$ cat config.mk
export PLATFORM = sky130hd
export DESIGN_NAME = lsu_fifo
export DESIGN_NICKNAME = d
export VERILOG_FILES = /design/src/lsu_fifo.sv
export SDC_FILE = /design/constraint.sdc
export NUM_CORES = 1
export LEC_CHECK = 0
export ABC_AREA = 1
export BUFFER_PORTS_ARGS = -buffer_cell sky130_fd_sc_hd__buf_2
export CAP_MARGIN = 20
export CELL_PAD_IN_SITES_DETAIL_PLACEMENT = 1
export CELL_PAD_IN_SITES_GLOBAL_PLACEMENT = 1
export CORE_ASPECT_RATIO = 1.2
export CORE_MARGIN = 3
export CORE_UTILIZATION = 49
export DETAILED_ROUTE_END_ITERATION = 12
export MAX_ROUTING_LAYER = met4
export PLACE_DENSITY_LB_ADDON = 0.1
export SETUP_SLACK_MARGIN = 0.5
export SYNTH_ARGS = -nofsm -noshare
export SYNTH_HDL_FRONTEND = slang
export SYNTH_SLANG_ARGS = --single-unit
$ cat constraint.sdc
create_clock -name clk -period 2.7 [get_ports clk]
set_input_delay 0.54 -clock clk [delete_from_list [all_inputs] [get_ports clk]]
set_output_delay 0.54 -clock clk [all_outputs]
set_load 0.05 [all_outputs]
$ cat src/lsu_fifo.sv
// Synchronous FIFO carrying any packed payload type
// A push into a full FIFO is dropped, a pop from an empty one is ignored
// dout shows the head entry whenever empty is low
// afull also counts a push that lands at the next edge

`timescale 1ns/1ps

module lsu_fifo #(
  parameter int  DEPTH = 4,
  parameter type T     = logic [7:0]
) (
  input  logic clk,
  input  logic rstn,
  input  logic push,
  input  T     din,
  input  logic pop,
  output T     dout,
  output logic empty,
  output logic full,
  output logic afull   // At most one free entry once push lands
);

  localparam int PW = (DEPTH > 1) ? $clog2(DEPTH) : 1;  // Pointer width
  localparam int CW = $clog2(DEPTH + 1);                // Count width

  T              mem [DEPTH];
  logic [PW-1:0] wr_ptr;
  logic [PW-1:0] rd_ptr;
  logic [CW-1:0] count;
  logic          do_push;
  logic          do_pop;

  assign do_push = push && !full;
  assign do_pop  = pop && !empty;

  assign empty = (count == '0);
  assign full  = (count == CW'(DEPTH));
  assign afull = (int'(count) + int'(push)) >= DEPTH - 1;  // Pending push included
  assign dout  = mem[rd_ptr];  // Head entry

  // Payload storage
  always_ff @(posedge clk) begin
    if (do_push)
      mem[wr_ptr] <= din;
  end

  always_ff @(posedge clk or negedge rstn) begin
    if (!rstn) begin
      wr_ptr <= '0;
      rd_ptr <= '0;
      count  <= '0;
    end else begin
      if (do_push)
        wr_ptr <= (wr_ptr == PW'(DEPTH - 1)) ? '0 : wr_ptr + 1'b1;  // Wrap for any depth
      if (do_pop)
        rd_ptr <= (rd_ptr == PW'(DEPTH - 1)) ? '0 : rd_ptr + 1'b1;
      case ({do_push, do_pop})
        2'b10:   count <= count + 1'b1;
        2'b01:   count <= count - 1'b1;
        default: count <= count;  // Both or neither
      endcase
    end
  end

endmodule

Yosys cells after proc, flatten, opt, wreduce, memory -nomap -nowiden
Memories as Yosys holds them, arrays and structs flattened.
Index checks and enable logic that the tools add are counted.

word-level totals
  output and inout bits = 11
  bits of input ports = 12
  memories kept = 1
  register bits after elaboration = 7
  RAM bits = 32
  word-level logic and storage cells = 26

operators by class
  reduce and logical (&&, ||, !) cells = 6
  equality and inequality tests = 5
  order comparisons = 1
  add/subtract/negate cells = 5
  multiplexer cells = 5

memories
  name  words  width  rd ports  clocked after memory_dff  write ports  RTL line  text
  mem   4      8      1         0                         1            26        T mem [DEPTH];

operator list
  cell                                                                                 count
  2-bit == test, second input constant                                                 3
  3-bit one-hot mux with 2 select lines                                                1
  2-bit by 1-bit adder with 2-bit output, second input constant                        2
  3-bit by 1-bit adder with 4-bit output                                               1
  4-bit by 2-bit greater-or-equal comparator with 1-bit output, second input constant  1
  2-bit two-way mux                                                                    2
  3-bit by 1-bit adder with 3-bit output, second input constant                        1
  3-bit == test, second input constant                                                 1
  3-bit logical NOT                                                                    1
  3-bit by 1-bit subtractor with 3-bit output, second input constant                   1
  2-bit by 1-bit == test with 1-bit output, second input constant                      1
  1-bit logical AND                                                                    2
  1-bit logical NOT                                                                    2
  1-bit two-way mux                                                                    2
  2-bit nonzero test                                                                   1

Depth between registers and ports, before layout
  depth after elaboration = 5
  depth in mapped cells = 12
  mapped depth without buffers = 12

Worst setup path after synthesis
OpenSTA, ideal clock, no wires.

  kind = input -> output
  from = input port push
  to = output port afull
  required time = 2.160 ns
  arrival time = 1.446 ns
  path buffers = 0
  stages = 4
  path slack = 0.714 ns
  path through = ha_1 ha_1 nand2_1 nand3_1

between the ends
  cells in the longest elaborated chain, start to end = 2

RTL lines
  item                                                          RTL line  text
  start: declaration                                            14        input logic push,
  3-bit by 1-bit adder with 4-bit output                        38        assign afull = (int'(count) + int'(push)) >= DEPTH - 1;
  4-bit by 2-bit greater-or-equal comparator with 1-bit output  38
  end: declaration                                              20        output logic afull

Every way passes these cells.

Final worst setup path
  from = register count[0]
  to = output port afull

between the ends
  cells in the longest elaborated chain, start to end = 2

RTL lines
  item                                                          RTL line  text
  start: declaration                                            29        logic [CW-1:0] count;
  start signal: assignment                                      58        2'b10: count <= count + 1'b1;
  start signal: assignment                                      59        2'b01: count <= count - 1'b1;
  start signal: assignment                                      60        default: count <= count;
  3-bit by 1-bit adder with 4-bit output                        38
  4-bit by 2-bit greater-or-equal comparator with 1-bit output  38

Every way passes these cells.

==> results.json <==
{
  "fin_skew_ns": 0.00381,
  "powerDensity_nw_per_um2": 1260,
  "crit_fanout": 3,
  "drt_iter0_drc": 39,
  "drc": 0,
  "cap_violations": 0,
  "cts_max_level": 2,
  "grt_pass1_wl_mm": 5.64,
  "synth_seq_cells": 39,
  "grt_pass1_vias": 1244,
  "path_delay_family": "flip-flops",
  "drv_slew": 0,
  "power_mw": 2.59,
  "place.gp.congestion": 0.681,
  "crit_top_cell": "ha_1",
  "n_fill_cell": 381,
  "path_buf_inv": 1,
  "grt_max_degree": 33,
  "final_cell_mix": "nand2_1 (38), edfxtp_1 (32), inv_1 (30), buf_2 (21), o211ai_1 (15)",
  "fp.dieH_um": 73,
  "setup_violations": 0,
  "slew_headroom_pct": 47.5,
  "seqPwrFrac_pct": 35.5,
  "rows": 23,
  "syn_area_per_cell_um2": 11.5,
  "die_x_um": 61.8,
  "dieArea_um2": 4510,
  "hpwl_mm": 2.58,
  "drive_above_1_share_pct": 21.3,
  "comb_power_share_pct": 48.4,
  "utilization_pct": 59.6,
  "start_util_pct": 53.1,
  "intPower_mw": 1.39,
  "io_pins": 23,
  "syn-instance-count": 160,
  "cts-root-buf": "clkbuf_8",
  "ys_seq_area_share_pct": 62.0,
  "area_growth_pct": 12.3,
  "num-nets-final": 208,
  "vias": 1172,
  "register_area_um2": 1140,
  "r2r_slack_ns": 0.76,
  "tns_ns": 0,
  "path_clk_slew_ns": 0.07,
  "antennaDiodeCount": 0,
  "cts_buffers": 5,
  "multi_input_area_um2": 519,
  "numPortBuffers": 22,
  "hold_path.class": "input port to asynchronous set/reset pin",
  "grt_usage_pct": 18.6,
  "pwr-share-clk_pct": 16.1,
  "status": "finished, final reports clean",
  "cts.sinks": 39,
  "start_kind": "register",
  "period_minus_slack_ns": 2.11,
  "yosys_warnings": 0,
  "required_ns": 2.16,
  "p_sw_share_pct": 46.4,
  "synth_cell_type_count": 21,
  "viasPerCell": 5.21,
  "cts_max_path_buffers": 2,
  "final_common_cell": "nand2_1",
  "p_switching_mw": 1.20,
  "drt_wl_total_mm": 3.47,
  "avgRoutedWirePerCell_um": 15.4,
  "place_ws_ns": 0.590,
  "fin_ws_ns": 0.587,
  "mappedNetlistArea_um2": 1830,
  "worst-setup-path-type": "register to primary output",
  "slowest_delay_ns": 0.42,
  "core_um2": 3450,
  "cts_setup_buffers": 0,
  "p_leak_nw": 0.929,
  "setup.worst_path.end_class": "primary output",
  "arrival_ns": 1.57,
  "worstPathCellList": "ha_1 > ha_1 > xnor2_1 > nand3_1 > buf_4",
  "ir_worst_vdd_mv": 0.652,
  "antenna_left": 0,
  "synth.net_count": 181,
  "rsz0062_at_grt": "true",
  "dr.pass1.iters": 4,
  "antenna_found_initial": 0,
  "crit_slowest_cell": "dfrtp_1",
  "hold_violations": 0,
  "overflow": 0,
  "worst_pin_slew_ns": 0.784,
  "clk_latency_ns": 0.28,
  "cts_tree": "done",
  "finalCritPeriodShare_pct": 78.2,
  "hold_ws_ns": 0.0889,
  "fmax_mhz": 473
}
-- power groups by stage --
stage	combinational (mW)	sequential (mW)	clock, mW
3_3_place_gp	1.19	0.919	0
2_1_floorplan	1.04	0.882	0
5_1_grt	1.39	0.941	0.461
6_report	1.26	0.921	0.418
4_1_cts	1.27	0.922	0.431
3_5_place_dp	1.26	0.933	0
-- state kept, by name, indices dropped and copies added, names as in the netlist --
register  cells
mem          32
count         3
rd_ptr        2
wr_ptr        2
-- timing repair --
item                                   in CTS  in global routing
setup endpoints to repair                   8                  4
hold buffers                                0                  0
gates resized for setup                     1                  3
endpoints found under the hold margin       0                  0
-- worst register-to-register path, delay by kind of cell, from the launching register on --
kind	cells	cell delay, ns
flip-flops	1	0.42
adder cells (fa/ha/maj)	2	0.62
buffers and inverters	3	0.32
AND/OR/NAND/NOR	2	0.27
AO/OA/AOI/OAI	1	0.21
-- Yosys cell counts, drive strengths merged --
library cell,count,area share [%]
xnor2,2,0.96
o21ai,1,0.27
o211ai,16,6.8
edfxtp,32,52
buf,2,0.89
nand3,9,3.4
dfrtp,7,9.6
fa,1,1.1
ha,8,5.5
clkbuf,3,2.3
nand4,1,0.34
nor2,6,1.2
nand2,40,8.7
inv,32,6.6
-- routing by layer --
metal / part of all wire (%) / vias up / wire length [um] / GRT usage, %
li1: - / 579 / - / -
met1: 37 / 567 / 1280 / 17.0
met2: 58 / 21 / 2020 / 35.9
met3: 3.4 / 5 / 118 / 4.42
met4: 1.3 / 0 / 45 / 5.66
met5: 0 / - / 0 / -
-- worst paths after layout --
| check | startpoint | end | cells after the start |
|---|---|---|---|
| max in group asynchronous | rstn | rd_ptr[1] | 1 |
| max | count[0] | afull | 5 |
| min in group clk | din[1] | mem[3][1] | 1 |
| max reg2reg | count[0] | count[1] | 8 |
| min | rstn | wr_ptr[0] | 1 |
| min reg2reg | count[0] | count[0] | 1 |
-- kinds of logic (layout without fill, tap and decap cells) --
kind of cell / Yosys count / count (layout) / share of synthesized area, %
simple gates: 56 / 56 / 13.7
flops: 39 / 39 / 62.0
fa+ha+maj: 9 / 9 / 6.55
buf+inv: 37 / 65 / 9.69
xor+xnor: 2 / 2 / 0.956
compound gates: 17 / 17 / 7.10
-- layout make-up --
cell class	count	share of cell area [%]
multi-input cells	84	25.2
inverters	32	5.84
flip-flops and latches	39	55.3
well taps	37	2.25
repair buffers	25	6.57
clock buffers	8	4.86
-- stage by stage --
stage	instances	area, um^2
finish	225	2060
detailed placement	217	1950
CTS	225	2050
global route	225	2060
floorplan	160	1830
global placement	217	1950
(Power assumes the default switching activity.)
