$ cat src/lsu_pkg.sv
// Shared types for the load/store slice
// Structs are sized for 64-bit data; RV32 builds use only the low half
// Opcodes are instruction bits [6:2], the low two bits are not decoded

package lsu_pkg;

  //////////////////////////////
  // Widths
  //////////////////////////////
  localparam int PKG_XLEN = 64;  // Struct data and address width
  localparam int EXC_W    = 16;  // Exception vector from decode

  //////////////////////////////
  // Opcodes, instr[6:2]
  //////////////////////////////
  localparam logic [4:0] OPC_LOAD  = 5'b00000;
  localparam logic [4:0] OPC_STORE = 5'b01000;

  //////////////////////////////
  // funct3 codes
  //////////////////////////////
  localparam logic [2:0] F3_B  = 3'b000;  // LB / SB
  localparam logic [2:0] F3_H  = 3'b001;  // LH / SH
  localparam logic [2:0] F3_W  = 3'b010;  // LW / SW
  localparam logic [2:0] F3_D  = 3'b011;  // LD / SD, RV64 only
  localparam logic [2:0] F3_BU = 3'b100;
  localparam logic [2:0] F3_HU = 3'b101;
  localparam logic [2:0] F3_WU = 3'b110;  // RV64 only

  // Access size, encoded as log2 of the byte count
  typedef enum logic [1:0] {
    BYTE  = 2'd0,
    HWORD = 2'd1,
    WORD  = 2'd2,
    DWORD = 2'd3
  } size_t;

  // Request from issue to the memory controller
  typedef struct packed {
    logic [PKG_XLEN-1:0] adr;          // Byte address
    logic [PKG_XLEN-1:0] d;            // Store data already in its byte lane
    logic                we;           // 1 for store
    size_t               size;
    logic                unsigned_ld;  // Zero-extend the load result
  } dmem_req_t;

  // Load result, already extended
  typedef struct packed {
    logic [PKG_XLEN-1:0] q;
  } dmem_rsp_t;

endpackage

$ cat src/dmem_ctrl.sv
// Data memory controller on a small register-based memory
// Word index is the address modulo MEM_WORDS, upper address bits alias
// Requests are assumed aligned; issue drops misaligned ones
// Memory contents clear to zero at reset

`timescale 1ns/1ps

module dmem_ctrl import lsu_pkg::*; #(
  parameter int XLEN      = 64,
  parameter int MEM_WORDS = 32
) (
  input  logic      clk,
  input  logic      rstn,
  input  logic      req_empty,
  input  dmem_req_t req_head,
  input  logic      rsp_afull,
  output logic      req_pop,
  output logic      rsp_push,
  output dmem_rsp_t rsp
);

  localparam int NB    = XLEN / 8;             // Bytes per word
  localparam int LSB   = $clog2(NB);
  localparam int IDX_W = $clog2(MEM_WORDS);

  logic [XLEN-1:0]  mem [MEM_WORDS];
  logic [IDX_W-1:0] idx;
  logic [LSB-1:0]   off;
  logic [NB-1:0]    be_base;
  logic [NB-1:0]    be;
  logic [XLEN-1:0]  st_d;
  logic [XLEN-1:0]  rd_shift;
  logic [XLEN-1:0]  ld_ext;
  logic [XLEN-1:0]  ld_q;   // Load result register

  // Pop only when the response side has room for a load result
  assign req_pop = !req_empty && !rsp_afull;

  assign idx  = req_head.adr[LSB +: IDX_W];
  assign off  = req_head.adr[LSB-1:0];
  assign st_d = req_head.d[XLEN-1:0];

  //////////////////////////////
  // Byte enables
  //////////////////////////////
  always_comb begin
    case (req_head.size)
      BYTE:    be_base = NB'(1);
      HWORD:   be_base = NB'(3);
      WORD:    be_base = NB'(15);
      default: be_base = '1;
    endcase
  end

  assign be = be_base << off;

  // Memory array, byte writes
  always_ff @(posedge clk or negedge rstn) begin
    if (!rstn) begin
      for (int i = 0; i < MEM_WORDS; i++)
        mem[i] <= '0;
    end else if (req_pop && req_head.we) begin
      for (int b = 0; b < NB; b++)
        if (be[b])
          mem[idx][8*b +: 8] <= st_d[8*b +: 8];
    end
  end

  //////////////////////////////
  // Load path
  //////////////////////////////
  assign rd_shift = mem[idx] >> {off, 3'b000};  // Selected bytes down to bit 0

  always_comb begin
    case (req_head.size)
      BYTE:    ld_ext = req_head.unsigned_ld ? XLEN'(rd_shift[7:0])
                                             : {{(XLEN-8){rd_shift[7]}}, rd_shift[7:0]};
      HWORD:   ld_ext = req_head.unsigned_ld ? XLEN'(rd_shift[15:0])
                                             : {{(XLEN-16){rd_shift[15]}}, rd_shift[15:0]};
      WORD:    ld_ext = req_head.unsigned_ld ? XLEN'(rd_shift[31:0])
                                             : XLEN'($signed(rd_shift[31:0]));
      default: ld_ext = rd_shift;
    endcase
  end

  always_ff @(posedge clk) begin
    if (req_pop)
      ld_q <= ld_ext;
  end

  always_ff @(posedge clk or negedge rstn) begin
    if (!rstn)
      rsp_push <= 1'b0;
    else
      rsp_push <= req_pop && !req_head.we;  // Loads only
  end

  assign rsp.q = PKG_XLEN'(ld_q);

endmodule

$ cat config.mk
export PLATFORM = sky130hd
export DESIGN_NAME = dmem_ctrl
export DESIGN_NICKNAME = d
export VERILOG_FILES = /design/src/lsu_pkg.sv /design/src/dmem_ctrl.sv
export SDC_FILE = /design/constraint.sdc
export NUM_CORES = 2
export LEC_CHECK = 0
export BUFFER_PORTS_ARGS = -buffer_cell sky130_fd_sc_hd__buf_2
export CAP_MARGIN = 15
export CORE_MARGIN = 1
export CORE_UTILIZATION = 30
export DETAILED_ROUTE_END_ITERATION = 8
export GPL_TIMING_DRIVEN = 0
export PLACE_DENSITY = 0.49
export SLEW_MARGIN = 10
export SYNTH_ARGS = -nofsm -noshare
export SYNTH_HDL_FRONTEND = slang
export SYNTH_SLANG_ARGS = --single-unit
export TNS_END_PERCENT = 10
$ cat constraint.sdc
create_clock -name clk -period 5.15 [get_ports clk]
set_input_delay 0.7725 -clock clk [delete_from_list [all_inputs] [get_ports clk]]
set_output_delay 0.7725 -clock clk [all_outputs]
set_load 0.01 [all_outputs]
==> impl_metrics.yaml <==
power:
  ir_drop_uv: 338
  p_per_area_mw_per_mm2: 343
  total_power_mw: 38.9
  p_leak_nw: 53.8
critical_path:
  rr_endpoint: "rsp[20]"
  cp_max_fo: 10
  cp.depth: 13
  slowest_stage: "clkbuf_1"
  required_ns: 5.68
  cp.arrival_ns: 5.96
  start_kind: "input pin"
  cpPeakStageDelay_ns: 1.01
  reg2reg_slack_ns: 0.60
  critical_path_class: "in2reg"
  path_cells: "buf_2 -> buf_2 -> buf_6 -> nand4bb_1 -> buf_4 -> clkbuf_1 -> o22ai_1 -> nor4_1 -> nand3_1 -> mux2i_1 -> o22ai_1 -> o21ai_0 -> nand2_1"
  regToRegStartpoint: "mem[527]"
  rr_worst_depth: 8
  crit_path_start: "req_head[75]"
  cp_top_family: "buffers and inverters"
  cp-endpoint: "rsp[18]"
  critPathBufInv: 5
  cp-end-kind: "register"
finish:
  drive_gt1_frac: 0.437
  layout_common_cells: "mux2_2, dfrtp_1, mux2i_1"
  nets: 7354
  instances_no_fill: 11800
  syn2layout_area_growth_pct: 17.1
  layout_commonest_cell: "mux2_2"
  utilization: 0.353
  fill_cells: 31000
placement:
  dpl.cell_count: 11300
  dp_slack_ns: -1.58
  place.gp.congestion: 0.988
  numPortBuffers: 142
  hpwl_mm: 316
sta:
  fin_ws_ns: -0.283
  fin_crit_ns: 5.43
  worstMarginPinSlew_ns: 1.41
  rsz0062_at_grt: "true"
  finClkSkew_ns: 0.0750
  slew_headroom: 0.0523
  maxSlewViolCount: 0
  timing.final.crit_share: 1.05
  timing.final.hold_violations: 0
  fmax_ghz: 0.184
  setup_viol: 23
synthesis:
  ys_top_cells_by_area: "dfrtp_1, mux2_2, mux2i_1"
  yosysTopAreaCell: "dfrtp_1"
  synth_top_area_frac: 0.530
  synth_cells: 6733
  syn_nets: 6869
  ys_seq_area_frac: 0.550
  avgSynthCellArea_um2: 14.4
  synth_edf_count: 64
  synth_seq_cells: 2113
  synth_top_flop_cell: "dfrtp_1"
  yosysUniqueCellTypes: 67
  ys_warn_count: 0
  async_flop_share: 0.970
  synth_area_mm2: 0.0967
route:
  drcViolationCount: 0
  viasPerCell: 5.59
  vias: 65900
  post_drt_wl_per_cell_um: 38.1
  dr.pass1.iters: 8
  drt-initial-drc-count: 6523
  antenna_left: 0
  drt_wl_total_mm: 448
cts:
  htree_levels: 4
  cts_tree: "built"
  clockBufferDepth: 4
  numCtsBuffers: 241
  clk_pin_slew_ns: 0.07
  clock_sinks: 2113
  cts_root_buf: "clkbuf_16"
  clk-insertion-delay-late_ns: 0.96
global_routing:
  grt_overflow: 0
  track_usage: 0.272
  grt_start_max_net_pins: 155
  grt_pass1_vias: 67000
  grt_first_pass_wirelength_mm: 597
  antenna_found_initial: 74
die:
  rows: 208
  fp.dieH_um: 570
  die_w_um: 570
  dieArea_mm2: 0.325
  io-pin-count: 202
  coreArea_mm2: 0.321
  initial_utilization: 0.301
status:
  violations: "setup timing"
  outcome: "complete, but fails checks"
job:
  max-cap-violations: 0
hold_path:
  worstHoldPathType: "in2reg"
[cell type report]
cell class                      count  area [µm²]  area share
Antenna cell                       52         130     0.00115
Buffer                            479        2510      0.0222
Inverter                            4        15.0    0.000133
Clock buffer                      348        7000      0.0618
Sequential cell                  2113       53200       0.470
Multi-Input combinational cell   4135       41400       0.365
Tap cell                         4305        5390      0.0476
Timing Repair Buffer              244        2440      0.0215
Clock inverter                     96        1220      0.0108
[state kept, by name, summed over array words and instances (netlist names)]
signal / cells
rsp: 64
rsp_push: 1
mem: 2048
[power breakdown]
| part | switching [mW] | total [mW] | internal (mW) | leakage, nW |
|---|---|---|---|---|
| Combinational | 2.26 | 3.31 | 1.04 | 20.8 |
| Sequential | 0.286 | 17.6 | 17.3 | 28.9 |
| Clock | 7.52 | 18.0 | 10.5 | 4.05 |
| Total | 10.1 | 38.9 | 28.8 | 53.8 |
[synthesized netlist by cell type, types with 48 or more instances]
master and instances:
nor4_1 60, mux2i_1 659, o22ai_1 340, nand3_1 48
dfrtp_1 2049, buf_2 82, buf_4 63, mux4_2 202
mux2_2 2055, clkbuf_1 289, edfxtp_1 64, a22oi_1 57
nor2_1 112, nand2_1 308
[logic make-up after synthesis]
group	share of synthesized area
compound gates	0.0363
buf+inv	0.0250
flops	0.550
mux	0.354
simple gates	0.0344
[worst min path at each step]
stage / start / end / depth (start not counted)
2_1_floorplan: mem[1991] / mem[1991] / 1
3_3_place_gp: mem[1134] / mem[1134] / 1
3_5_place_dp: mem[64] / mem[64] / 1
4_1_cts: req_head[67] / mem[1023] / 2
5_1_grt: req_head[62] / mem[1530] / 2
6_report: req_head[51] / mem[111] / 2
[worst reg2reg max path, stage by stage, from the launching register on]
cell and delay [ns]:
dfrtp_1 0.37, mux2i_1 0.25, o22ai_1 0.12, nor4_1 1.14
nand3_1 0.32, o311ai_1 0.43, o32ai_4 0.41, a22oi_4 0.48
o21ai_0 0.57
[metrics by stage]
| stage | TNS, ns | instance area (µm²) | hold WS (ns) |
|---|---|---|---|
| detailed placement | -184.01 | 105000 | 0.487 |
| CTS | 0 | 113000 | 0.0795 |
| floorplan | 0 | 96700 | 0.471 |
| global route | -0.103 | 113000 | 0.119 |
| global placement | - | 103000 | 0.481 |
| finish | -3.47 | 113000 | 0.109 |
[layer usage]
layer  global-route usage  vias to the layer above  routed length [µm]
li1                     -                    26100                   -
met1                0.346                    35900              182000
met2                0.415                     2891              199000
met3               0.0639                      918               34400
met4                0.170                       26               32900
met5              0.00253                        -                 248
[what timing repair did]
action	4_1_cts	5_1_grt
hold endpoints to repair	68	0
resized for setup	23	5
pin swaps	2	0
setup endpoints to repair	33	6
hold buffers	1	0
setup buffers	4	0
(Power assumes the default switching activity.)
