**src/lsu_pkg.sv**
```systemverilog
// Shared types for the load/store slice
// Structs are sized for 64-bit data; RV32 builds use only the low half
// Opcodes are instruction bits [6:2], the low two bits are not decoded

package lsu_pkg;

  //////////////////////////////
  // Widths
  //////////////////////////////
  localparam int PKG_XLEN = 64;  // Struct data and address width
  localparam int EXC_W    = 16;  // Exception vector from decode

  //////////////////////////////
  // Opcodes, instr[6:2]
  //////////////////////////////
  localparam logic [4:0] OPC_LOAD  = 5'b00000;
  localparam logic [4:0] OPC_STORE = 5'b01000;

  //////////////////////////////
  // funct3 codes
  //////////////////////////////
  localparam logic [2:0] F3_B  = 3'b000;  // LB / SB
  localparam logic [2:0] F3_H  = 3'b001;  // LH / SH
  localparam logic [2:0] F3_W  = 3'b010;  // LW / SW
  localparam logic [2:0] F3_D  = 3'b011;  // LD / SD, RV64 only
  localparam logic [2:0] F3_BU = 3'b100;
  localparam logic [2:0] F3_HU = 3'b101;
  localparam logic [2:0] F3_WU = 3'b110;  // RV64 only

  // Access size, encoded as log2 of the byte count
  typedef enum logic [1:0] {
    BYTE  = 2'd0,
    HWORD = 2'd1,
    WORD  = 2'd2,
    DWORD = 2'd3
  } size_t;

  // Request from issue to the memory controller
  typedef struct packed {
    logic [PKG_XLEN-1:0] adr;          // Byte address
    logic [PKG_XLEN-1:0] d;            // Store data already in its byte lane
    logic                we;           // 1 for store
    size_t               size;
    logic                unsigned_ld;  // Zero-extend the load result
  } dmem_req_t;

  // Load result, already extended
  typedef struct packed {
    logic [PKG_XLEN-1:0] q;
  } dmem_rsp_t;

endpackage

```
**src/lsu_issue.sv**
```systemverilog
// Load/store issue stage
// Misaligned accesses are dropped with a one-cycle lsu_misaligned pulse
// LD, SD and LWU are illegal when XLEN is 32
// The caller holds its instruction while lsu_stall is high

`timescale 1ns/1ps

module lsu_issue import lsu_pkg::*; #(
  parameter int XLEN = 64
) (
  input  logic             clk,
  input  logic             rstn,
  input  logic             ex_stall,
  input  logic             id_bubble,
  input  logic [31:0]      id_instr,
  input  logic [EXC_W-1:0] id_exception,
  input  logic [XLEN-1:0]  opA,
  input  logic [XLEN-1:0]  opB,
  input  logic             req_afull,      // Request FIFO near full
  output logic             lsu_stall,
  output logic             lsu_bubble,
  output logic [EXC_W-1:0] lsu_exception,
  output logic             lsu_misaligned,
  output logic             req_push,
  output dmem_req_t        req
);

  localparam int LSB = $clog2(XLEN / 8);  // Byte offset bits within a word

  logic [4:0]      opcode;
  logic [2:0]      funct3;
  logic            is_load;
  logic            is_store;
  logic            legal;      // Known load or store for this XLEN
  logic            aligned;
  logic            has_exc;
  logic            accept;
  logic            go;         // Legal, aligned, no exception
  logic [XLEN-1:0] imm_s;
  logic [XLEN-1:0] adr;
  logic [XLEN-1:0] st_raw;     // Store data before the lane shift
  logic [XLEN-1:0] st_lane;
  size_t           size;

  //////////////////////////////
  // Decode
  //////////////////////////////
  assign opcode   = id_instr[6:2];
  assign funct3   = id_instr[14:12];
  assign is_load  = (opcode == OPC_LOAD);
  assign is_store = (opcode == OPC_STORE);
  assign has_exc  = |id_exception;
  assign accept   = !id_bubble && !ex_stall && !lsu_stall;

  // S-type immediate, sign-extended
  assign imm_s = {{(XLEN-12){id_instr[31]}}, id_instr[31:25], id_instr[11:7]};
  assign adr   = is_store ? opA + imm_s : opA + opB;

  always_comb begin
    legal = 1'b0;
    if (is_load) begin
      case (funct3)
        F3_B, F3_H, F3_W, F3_BU, F3_HU: legal = 1'b1;
        F3_D, F3_WU:                    legal = (XLEN == 64);  // RV64 only
        default:                        legal = 1'b0;
      endcase
    end else if (is_store) begin
      case (funct3)
        F3_B, F3_H, F3_W: legal = 1'b1;
        F3_D:             legal = (XLEN == 64);
        default:          legal = 1'b0;
      endcase
    end
  end

  // Size from funct3[1:0], the unsigned bit is funct3[2]
  always_comb begin
    case (funct3[1:0])
      2'b00:   size = BYTE;
      2'b01:   size = HWORD;
      2'b10:   size = WORD;
      default: size = DWORD;
    endcase
  end

  always_comb begin
    case (size)
      BYTE:    aligned = 1'b1;
      HWORD:   aligned = (adr[0] == 1'b0);
      WORD:    aligned = (adr[1:0] == 2'b00);
      default: aligned = (adr[2:0] == 3'b000);
    endcase
  end

  assign go = legal && aligned && !has_exc;

  //////////////////////////////
  // Store data lane
  //////////////////////////////
  always_comb begin
    case (size)
      BYTE:    st_raw = XLEN'(opB[7:0]);
      HWORD:   st_raw = XLEN'(opB[15:0]);
      WORD:    st_raw = XLEN'(opB[31:0]);
      default: st_raw = opB;
    endcase
  end

  assign st_lane = st_raw << {adr[LSB-1:0], 3'b000};  // Shift by byte offset

  //////////////////////////////
  // Control registers
  //////////////////////////////
  always_ff @(posedge clk or negedge rstn) begin
    if (!rstn) begin
      lsu_stall      <= 1'b0;
      lsu_bubble     <= 1'b1;
      lsu_misaligned <= 1'b0;
      req_push       <= 1'b0;
      lsu_exception  <= '0;
    end else begin
      lsu_stall      <= req_afull;                             // One cycle behind the FIFO
      req_push       <= accept && go;
      lsu_misaligned <= accept && legal && !aligned && !has_exc;
      if (!ex_stall && !lsu_stall)
        lsu_bubble <= !(accept && go);                         // Anything not pushed is a bubble
      if (!lsu_stall)
        lsu_exception <= id_exception;
    end
  end

  // Request payload, loaded on every accepted instruction
  always_ff @(posedge clk) begin
    if (accept) begin
      req.adr         <= PKG_XLEN'(adr);
      req.d           <= PKG_XLEN'(st_lane);
      req.we          <= is_store;
      req.size        <= size;
      req.unsigned_ld <= funct3[2];
    end
  end

endmodule

```
**config.mk**
```make
export PLATFORM = sky130hd
export DESIGN_NAME = lsu_issue
export DESIGN_NICKNAME = d
export VERILOG_FILES = /design/src/lsu_pkg.sv /design/src/lsu_issue.sv
export SDC_FILE = /design/constraint.sdc
export NUM_CORES = 1
export LEC_CHECK = 0
export BUFFER_PORTS_ARGS = -buffer_cell sky130_fd_sc_hd__buf_2
export CAP_MARGIN = 20
export CORE_ASPECT_RATIO = 0.5
export CORE_UTILIZATION = 53
export CTS_CLUSTER_DIAMETER = 80
export DETAILED_ROUTE_END_ITERATION = 10
export PLACE_DENSITY = 0.82
export REMOVE_ABC_BUFFERS = 1
export SLEW_MARGIN = 10
export SYNTH_ARGS = -nofsm -noshare
export SYNTH_HDL_FRONTEND = slang
export SYNTH_SLANG_ARGS = --single-unit
```
**constraint.sdc**
```tcl
create_clock -name clk -period 12.31 [get_ports clk]
set_input_delay 0 -clock clk [delete_from_list [all_inputs] [get_ports clk]]
set_output_delay 0 -clock clk [all_outputs]
set_load 0.01 [all_outputs]
```
== Yosys cells after proc, flatten, opt, wreduce, memory -nomap -nowiden ==
Cells that the tools add are included.

* Add/sub/neg operators: 2
* Multipliers: 0
* Divide/modulo/power cells: 0
* Order comparisons: 0
* Eq/ne operators: 11
* Shift operators: 1
* Mux-type cells: 8
* Bitwise gates (word level): 1
* Reduce and logical (&&, ||, !) cells: 24

{| class="wikitable"
|+ Operators with widths
! cell !! count
|-
| one-hot mux 64 bit (3 select lines) || 1
|-
| adder 64 bit || 2
|-
| 2-to-1 mux 64 bit || 1
|-
| left shift 64 x 6 -> 64 bit || 1
|-
| OR reduction 16 bit || 1
|-
| equality test 3 bit (second input constant) || 3
|-
| logical AND 1 bit || 9
|-
| OR reduction 7 bit || 1
|-
| equality test 3 x 2 -> 1 bit (second input constant) || 2
|-
| zero test 1 bit || 6
|-
| zero test 2 bit || 3
|-
| zero test 3 bit || 2
|-
| one-hot mux 2 bit (3 select lines) || 1
|-
| equality test 5 x 4 -> 1 bit (second input constant) || 1
|-
| zero test 5 bit || 1
|-
| equality test 2 x 1 -> 1 bit (second input constant) || 2
|-
| equality test 2 bit (second input constant) || 2
|-
| 2-to-1 mux 1 bit || 4
|-
| OR reduction 4 bit || 1
|-
| equality test 3 x 1 -> 1 bit (second input constant) || 1
|-
| one-hot mux 1 bit (3 select lines) || 1
|-
| NOT 1 bit || 1
|}

* Bits in registers: 152
* Latch bits: 0
* RAM bits: 0
* Bits in read-only memories: 0
* Word-level logic and storage cells: 57
* Memories kept: 0

== Longest topological paths before layout ==
* Word-level depth: 9
* Mapped depth: 16
* Gate-level depth less buffers: 15

== Worst setup path after synthesis ==
No wires, ideal clock.

* Path type: register to register
* Start point: register lsu_stall
* End point: register lsu_bubble
* Library setup time: 78 ps
* Data arrival time: 10,555 ps
* Data required time: 12,232 ps
* Setup slack: 1,677 ps
* Cell stages (with the launch flop): 8
* Period minus slack after synthesis: 10,633 ps
* Cell sequence: dfrtp_1 > clkbuf_1 > nor3_1 > nand2_1 > a2111oi_0 > inv_1 > nor2_1 > nor2_1

* Word-level cells in the longest chain between the ends: 4
* Elaborated cells on any way between the ends: 5
* Those cells by class: reduce/logical: 5

{| class="wikitable"
|+ RTL lines
! element !! RTL line !! RTL
|-
| from (decl) || lsu_issue.sv:20 || <nowiki>output logic lsu_stall,</nowiki>
|-
| from (signal assigned) || lsu_issue.sv:122 || <nowiki>lsu_stall <= req_afull;</nowiki>
|-
| zero test 1 bit || n/a ||
|-
| logical AND 1 bit || lsu_issue.sv:53 || <nowiki>assign accept = !id_bubble && !ex_stall && !lsu_stall;</nowiki>
|-
| via accept || lsu_issue.sv:37 || <nowiki>logic accept;</nowiki>
|-
| logical AND 1 bit || lsu_issue.sv:126 || <nowiki>lsu_bubble <= !(accept && go);</nowiki>
|-
| zero test 1 bit || lsu_issue.sv:126 ||
|-
| to (signal assigned) || lsu_issue.sv:126 ||
|-
| to (decl) || lsu_issue.sv:21 || <nowiki>output logic lsu_bubble,</nowiki>
|}

The timed path passes the listed nets, and every way through them passes these cells.
A chain may end at the register's enable or synchronous reset.

== Final worst setup path ==
* Start point: input id_instr[2]
* End point: register req[116] (netlist bit), data pin

* Word-level cells in the longest chain between the ends: 2

{| class="wikitable"
|+ RTL lines
! element !! RTL line !! RTL
|-
| from (decl) || lsu_issue.sv:15 || <nowiki>input logic [31:0] id_instr,</nowiki>
|-
| equality test 5 x 4 -> 1 bit || lsu_issue.sv:51 || <nowiki>assign is_store = (opcode == OPC_STORE);</nowiki>
|-
| 2-to-1 mux 64 bit || lsu_issue.sv:57 || <nowiki>assign adr = is_store ? opA + imm_s : opA + opB;</nowiki>
|-
| via adr[48] || lsu_issue.sv:40 || <nowiki>logic [XLEN-1:0] adr;</nowiki>
|-
| to (decl) || lsu_issue.sv:25 || <nowiki>output dmem_req_t req</nowiki>
|}

The timed path passes the listed nets, and every way through them passes these cells.

==> flow_summary.json <==
{
  "fp.dieW_um": 205,
  "ys.flop_type": "edfxtp_1",
  "yosysTopAreaCell": "edfxtp_1",
  "p_sw_share_pct": 34.4,
  "grt_pass1_vias": 10100,
  "synth_edf_count": 132,
  "die_h_um": 104,
  "drive_above_1_share_pct": 29.0,
  "antenna_found_initial": 2,
  "avgViaCountPerCell": 6.12,
  "drc_errors": 0,
  "nNetsFinal": 1711,
  "cap_violations": 0,
  "fill_cells": 1580,
  "clk_path_buf_depth": 2,
  "timing.final.crit_share_pct": 36.8,
  "critPathLaunch": "id_instr[2]",
  "yosysWarnings": 0,
  "avgSynthCellArea_um2": 9.49,
  "place_congestion": 0.936,
  "rr_worst_depth": 4,
  "vdd_drop_max_uv": 83.1,
  "r2r_slack_ns": 9.66,
  "startpoint_type": "input pin",
  "tightest_slew_ns": 0.992,
  "min_path_cells": 2,
  "io_buffers": 320,
  "die-area_um2": 21300,
  "leakagePower_nw": 6.05,
  "worstHoldStart": "opB[5]",
  "min_to": "req[9]$_SDFFCE_PP0P_",
  "ys_top_cells_by_area": "edfxtp_1 (36%), ha_1 (7.2%), a21o_1 (5.6%)",
  "finalSetupTns_ns": 0,
  "ys_seq_area_share_pct": 40.8,
  "maxSlewHeadroom_pct": 33.8,
  "finalHoldViolations": 0,
  "synthArstFlopShare_pct": 13.2,
  "synth_top_area_share_pct": 36.2,
  "insertion_delay_ns": 0.44,
  "reg2reg_to": "req[109]$_DFFE_PP_",
  "drt_wl_total_um": 37600,
  "grt_setup_unrepaired": "no",
  "report.final.slew_viol_count": 0,
  "num_vias": 10700,
  "cts-root-buf": "clkbuf_16",
  "tritoncts": "done",
  "required_ns": 12.54,
  "grt_pass1_wl_um": 56100,
  "final_cell_area_um2": 13600,
  "cts_sinks": 152,
  "arrival_ns": 4.76,
  "netlist_instances": 1153,
  "start_util_pct": 55.2,
  "comb_power_share_pct": 31.5,
  "drt_iter0_markers": 1194,
  "path_max_fanout": 65,
  "setup_viol_count_final": 0,
  "final_cell_count_no_fill": 1747,
  "placedInstanceArea_um2": 12700,
  "p_int_w": 0.00107,
  "pwr_density_cell_nw_per_um2": 120,
  "grt_use_total_pct": 34.7,
  "worstSetupPathType": "in2reg",
  "skew_ns": 0.00537,
  "post_synth_num_cell_types": 75,
  "period_minus_slack_ns": 4.53,
  "cts_max_level": 4,
  "pwr-share-clk_pct": 30.6,
  "syn_area_um2": 10900,
  "dp.cells": 1676,
  "rows": 36,
  "postCtsSetupRepairBufs": 0,
  "clk_pin_slew_worst_paths_ns": 0.06,
  "endpoint_kind": "flip-flop",
  "drtPass1Iterations": 6,
  "holdCritPathClass": "in2reg",
  "fp.coreArea_um2": 19800,
  "dp.final_hpwl_um": 28300,
  "wl_per_cell_um": 21.5,
  "postRouteAntennaNets": 0,
  "synth_seq_cells": 152,
  "fmax_mhz": 221,
  "area_delta_synth_final_pct": 24.3,
  "total_power_w": 0.00163,
  "outcome": "completed",
  "io_pins": 333,
  "seqPwrFrac_pct": 37.9,
  "grt_overflow": 0,
  "regToRegStartpoint": "lsu_stall$_DFF_PN0_",
  "p_sw_w": 0.000560,
  "whs_ns": 0.0195,
  "grt_max_degree": 87,
  "cts_buffers": 17
}
==> metal layers <==
metal / track usage, % / up-vias / wire [um]
met5: 0 / - / 0
met4: 11.5 / 0 / 1080
met3: 7.43 / 83 / 3570
met2: 54.2 / 599 / 16800
met1: 47.9 / 5058 / 16100
li1: - / 4956 / -
==> Yosys cell counts, types with 5 or more instances <==
cell type,number
a211oi_1,6
a21o_1,81
a21oi_1,113
a21oi_2,5
a221o_1,7
a22oi_1,6
a311oi_1,10
a31oi_1,15
a32o_1,6
and2_1,19
and3_1,5
buf_1,8
buf_2,8
clkbuf_1,52
dfrtp_1,19
edfxtp_1,132
ha_1,63
inv_1,21
mux2_2,43
mux2i_1,13
nand2_1,110
nand2b_1,5
nand3_1,22
nand4_1,11
nor2_1,110
nor2b_1,16
nor3_1,13
nor3b_1,9
o21a_1,10
o21ai_0,48
o21ai_1,12
o21bai_1,8
o22ai_1,18
o31ai_1,6
or3_1,6
xnor2_1,34
xor2_1,20
==> cell type report <==
| cell class | count | area (um2) | area share [%] |
|---|---|---|---|
| Inverter | 22 | 82.6 | 0.607 |
| Antenna cell | 2 | 5.00 | 0.0368 |
| Tap cell | 266 | 333 | 2.45 |
| Timing Repair Buffer | 363 | 2040 | 15.0 |
| Multi-Input combinational cell | 910 | 6140 | 45.1 |
| Clock buffer | 17 | 425 | 3.13 |
| Sequential cell | 152 | 4470 | 32.8 |
| Clock inverter | 15 | 115 | 0.846 |
==> kinds of logic (layout without fill, tap and decap cells) <==
kind of cell | count (synthesis) | after routing | synth area share, %
compound gates | 392 | 392 | 24.0
xor+xnor | 54 | 54 | 4.32
fa+ha+maj | 64 | 64 | 7.38
buf+inv | 91 | 417 | 3.25
flops | 152 | 152 | 40.8
mux | 57 | 57 | 5.75
other cells | 0 | 2 | 0
simple gates | 343 | 343 | 14.5
==> cell usage in the layout (no fill, tap or decap), types with 15 or more instances in the layout <==
| master | synthesis | layout |
|---|---|---|
| dfrtp_1 | 19 | 19 |
| xor2_1 | 20 | 20 |
| a21o_1 | 81 | 81 |
| nor2_1 | 110 | 110 |
| inv_1 | 21 | 21 |
| dlygate4sd3_1 | 0 | 35 |
| buf_2 | 8 | 320 |
| nand3_1 | 22 | 22 |
| a21oi_1 | 113 | 113 |
| clkbuf_16 | 0 | 17 |
| o21ai_0 | 48 | 48 |
| edfxtp_1 | 132 | 132 |
| mux2_2 | 43 | 43 |
| xnor2_1 | 34 | 34 |
| ha_1 | 63 | 62 |
| and2_1 | 19 | 19 |
| nor2b_1 | 16 | 16 |
| o22ai_1 | 18 | 18 |
| a31oi_1 | 15 | 15 |
| nand2_1 | 110 | 109 |
==> worst max path at each step <==
stage / end / depth (start not counted)
floorplan: lsu_bubble$_DFFE_PN1P_ / 6
global placement: req[126]$_DFFE_PP_ / 14
detailed placement: req[126]$_DFFE_PP_ / 14
CTS: req[126]$_DFFE_PP_ / 15
global route: req[130]$_DFFE_PP_ / 18
finish: req[116]$_DFFE_PP_ / 18
==> sequential cells by signal (all words and copies together) (netlist names) <==
register	count
lsu_stall	1
lsu_bubble	1
lsu_exception	16
lsu_misaligned	1
req_push	1
req	132
==> through the flow <==
step                worst slack (ns)  util [%]
floorplan                       1.62         -
global placement                7.78      63.9
detailed placement              7.81      63.9
CTS                             7.82      68.4
global route                    7.57      68.7
finish                          7.78      68.7
==> power groups by stage <==
stage | clock [W] | combinational, W | sequential, W
after floorplan | 0 | 0.000313 | 0.000645
after global placement | 0 | 0.000479 | 0.000628
after detailed placement | 0 | 0.000487 | 0.000629
after CTS | 0.000499 | 0.000500 | 0.000618
after global routing | 0.000524 | 0.000554 | 0.000619
final | 0.000498 | 0.000513 | 0.000618
==> timing repair <==
item,in CTS,in global routing
hold buffers,35,0
resized for setup,0,0
hold endpoints to repair,54,0
==> worst max-delay path: stages <==
cell           delay (ns)
dlygate4sd3_1        0.53
buf_2                0.12
nor4_1               0.38
nand2_2              0.08
buf_4                0.32
mux2_2               0.33
ha_2                 0.19
inv_1                0.06
fa_1                 0.39
nor2b_1              0.18
o31a_1               0.20
o2111ai_2            0.17
a21oi_1              0.30
o21ai_1              0.14
a211oi_2             0.61
o2111a_1             0.29
nor2_1               0.08
a311oi_1             0.34
Power figures use the tool's default switching activity.
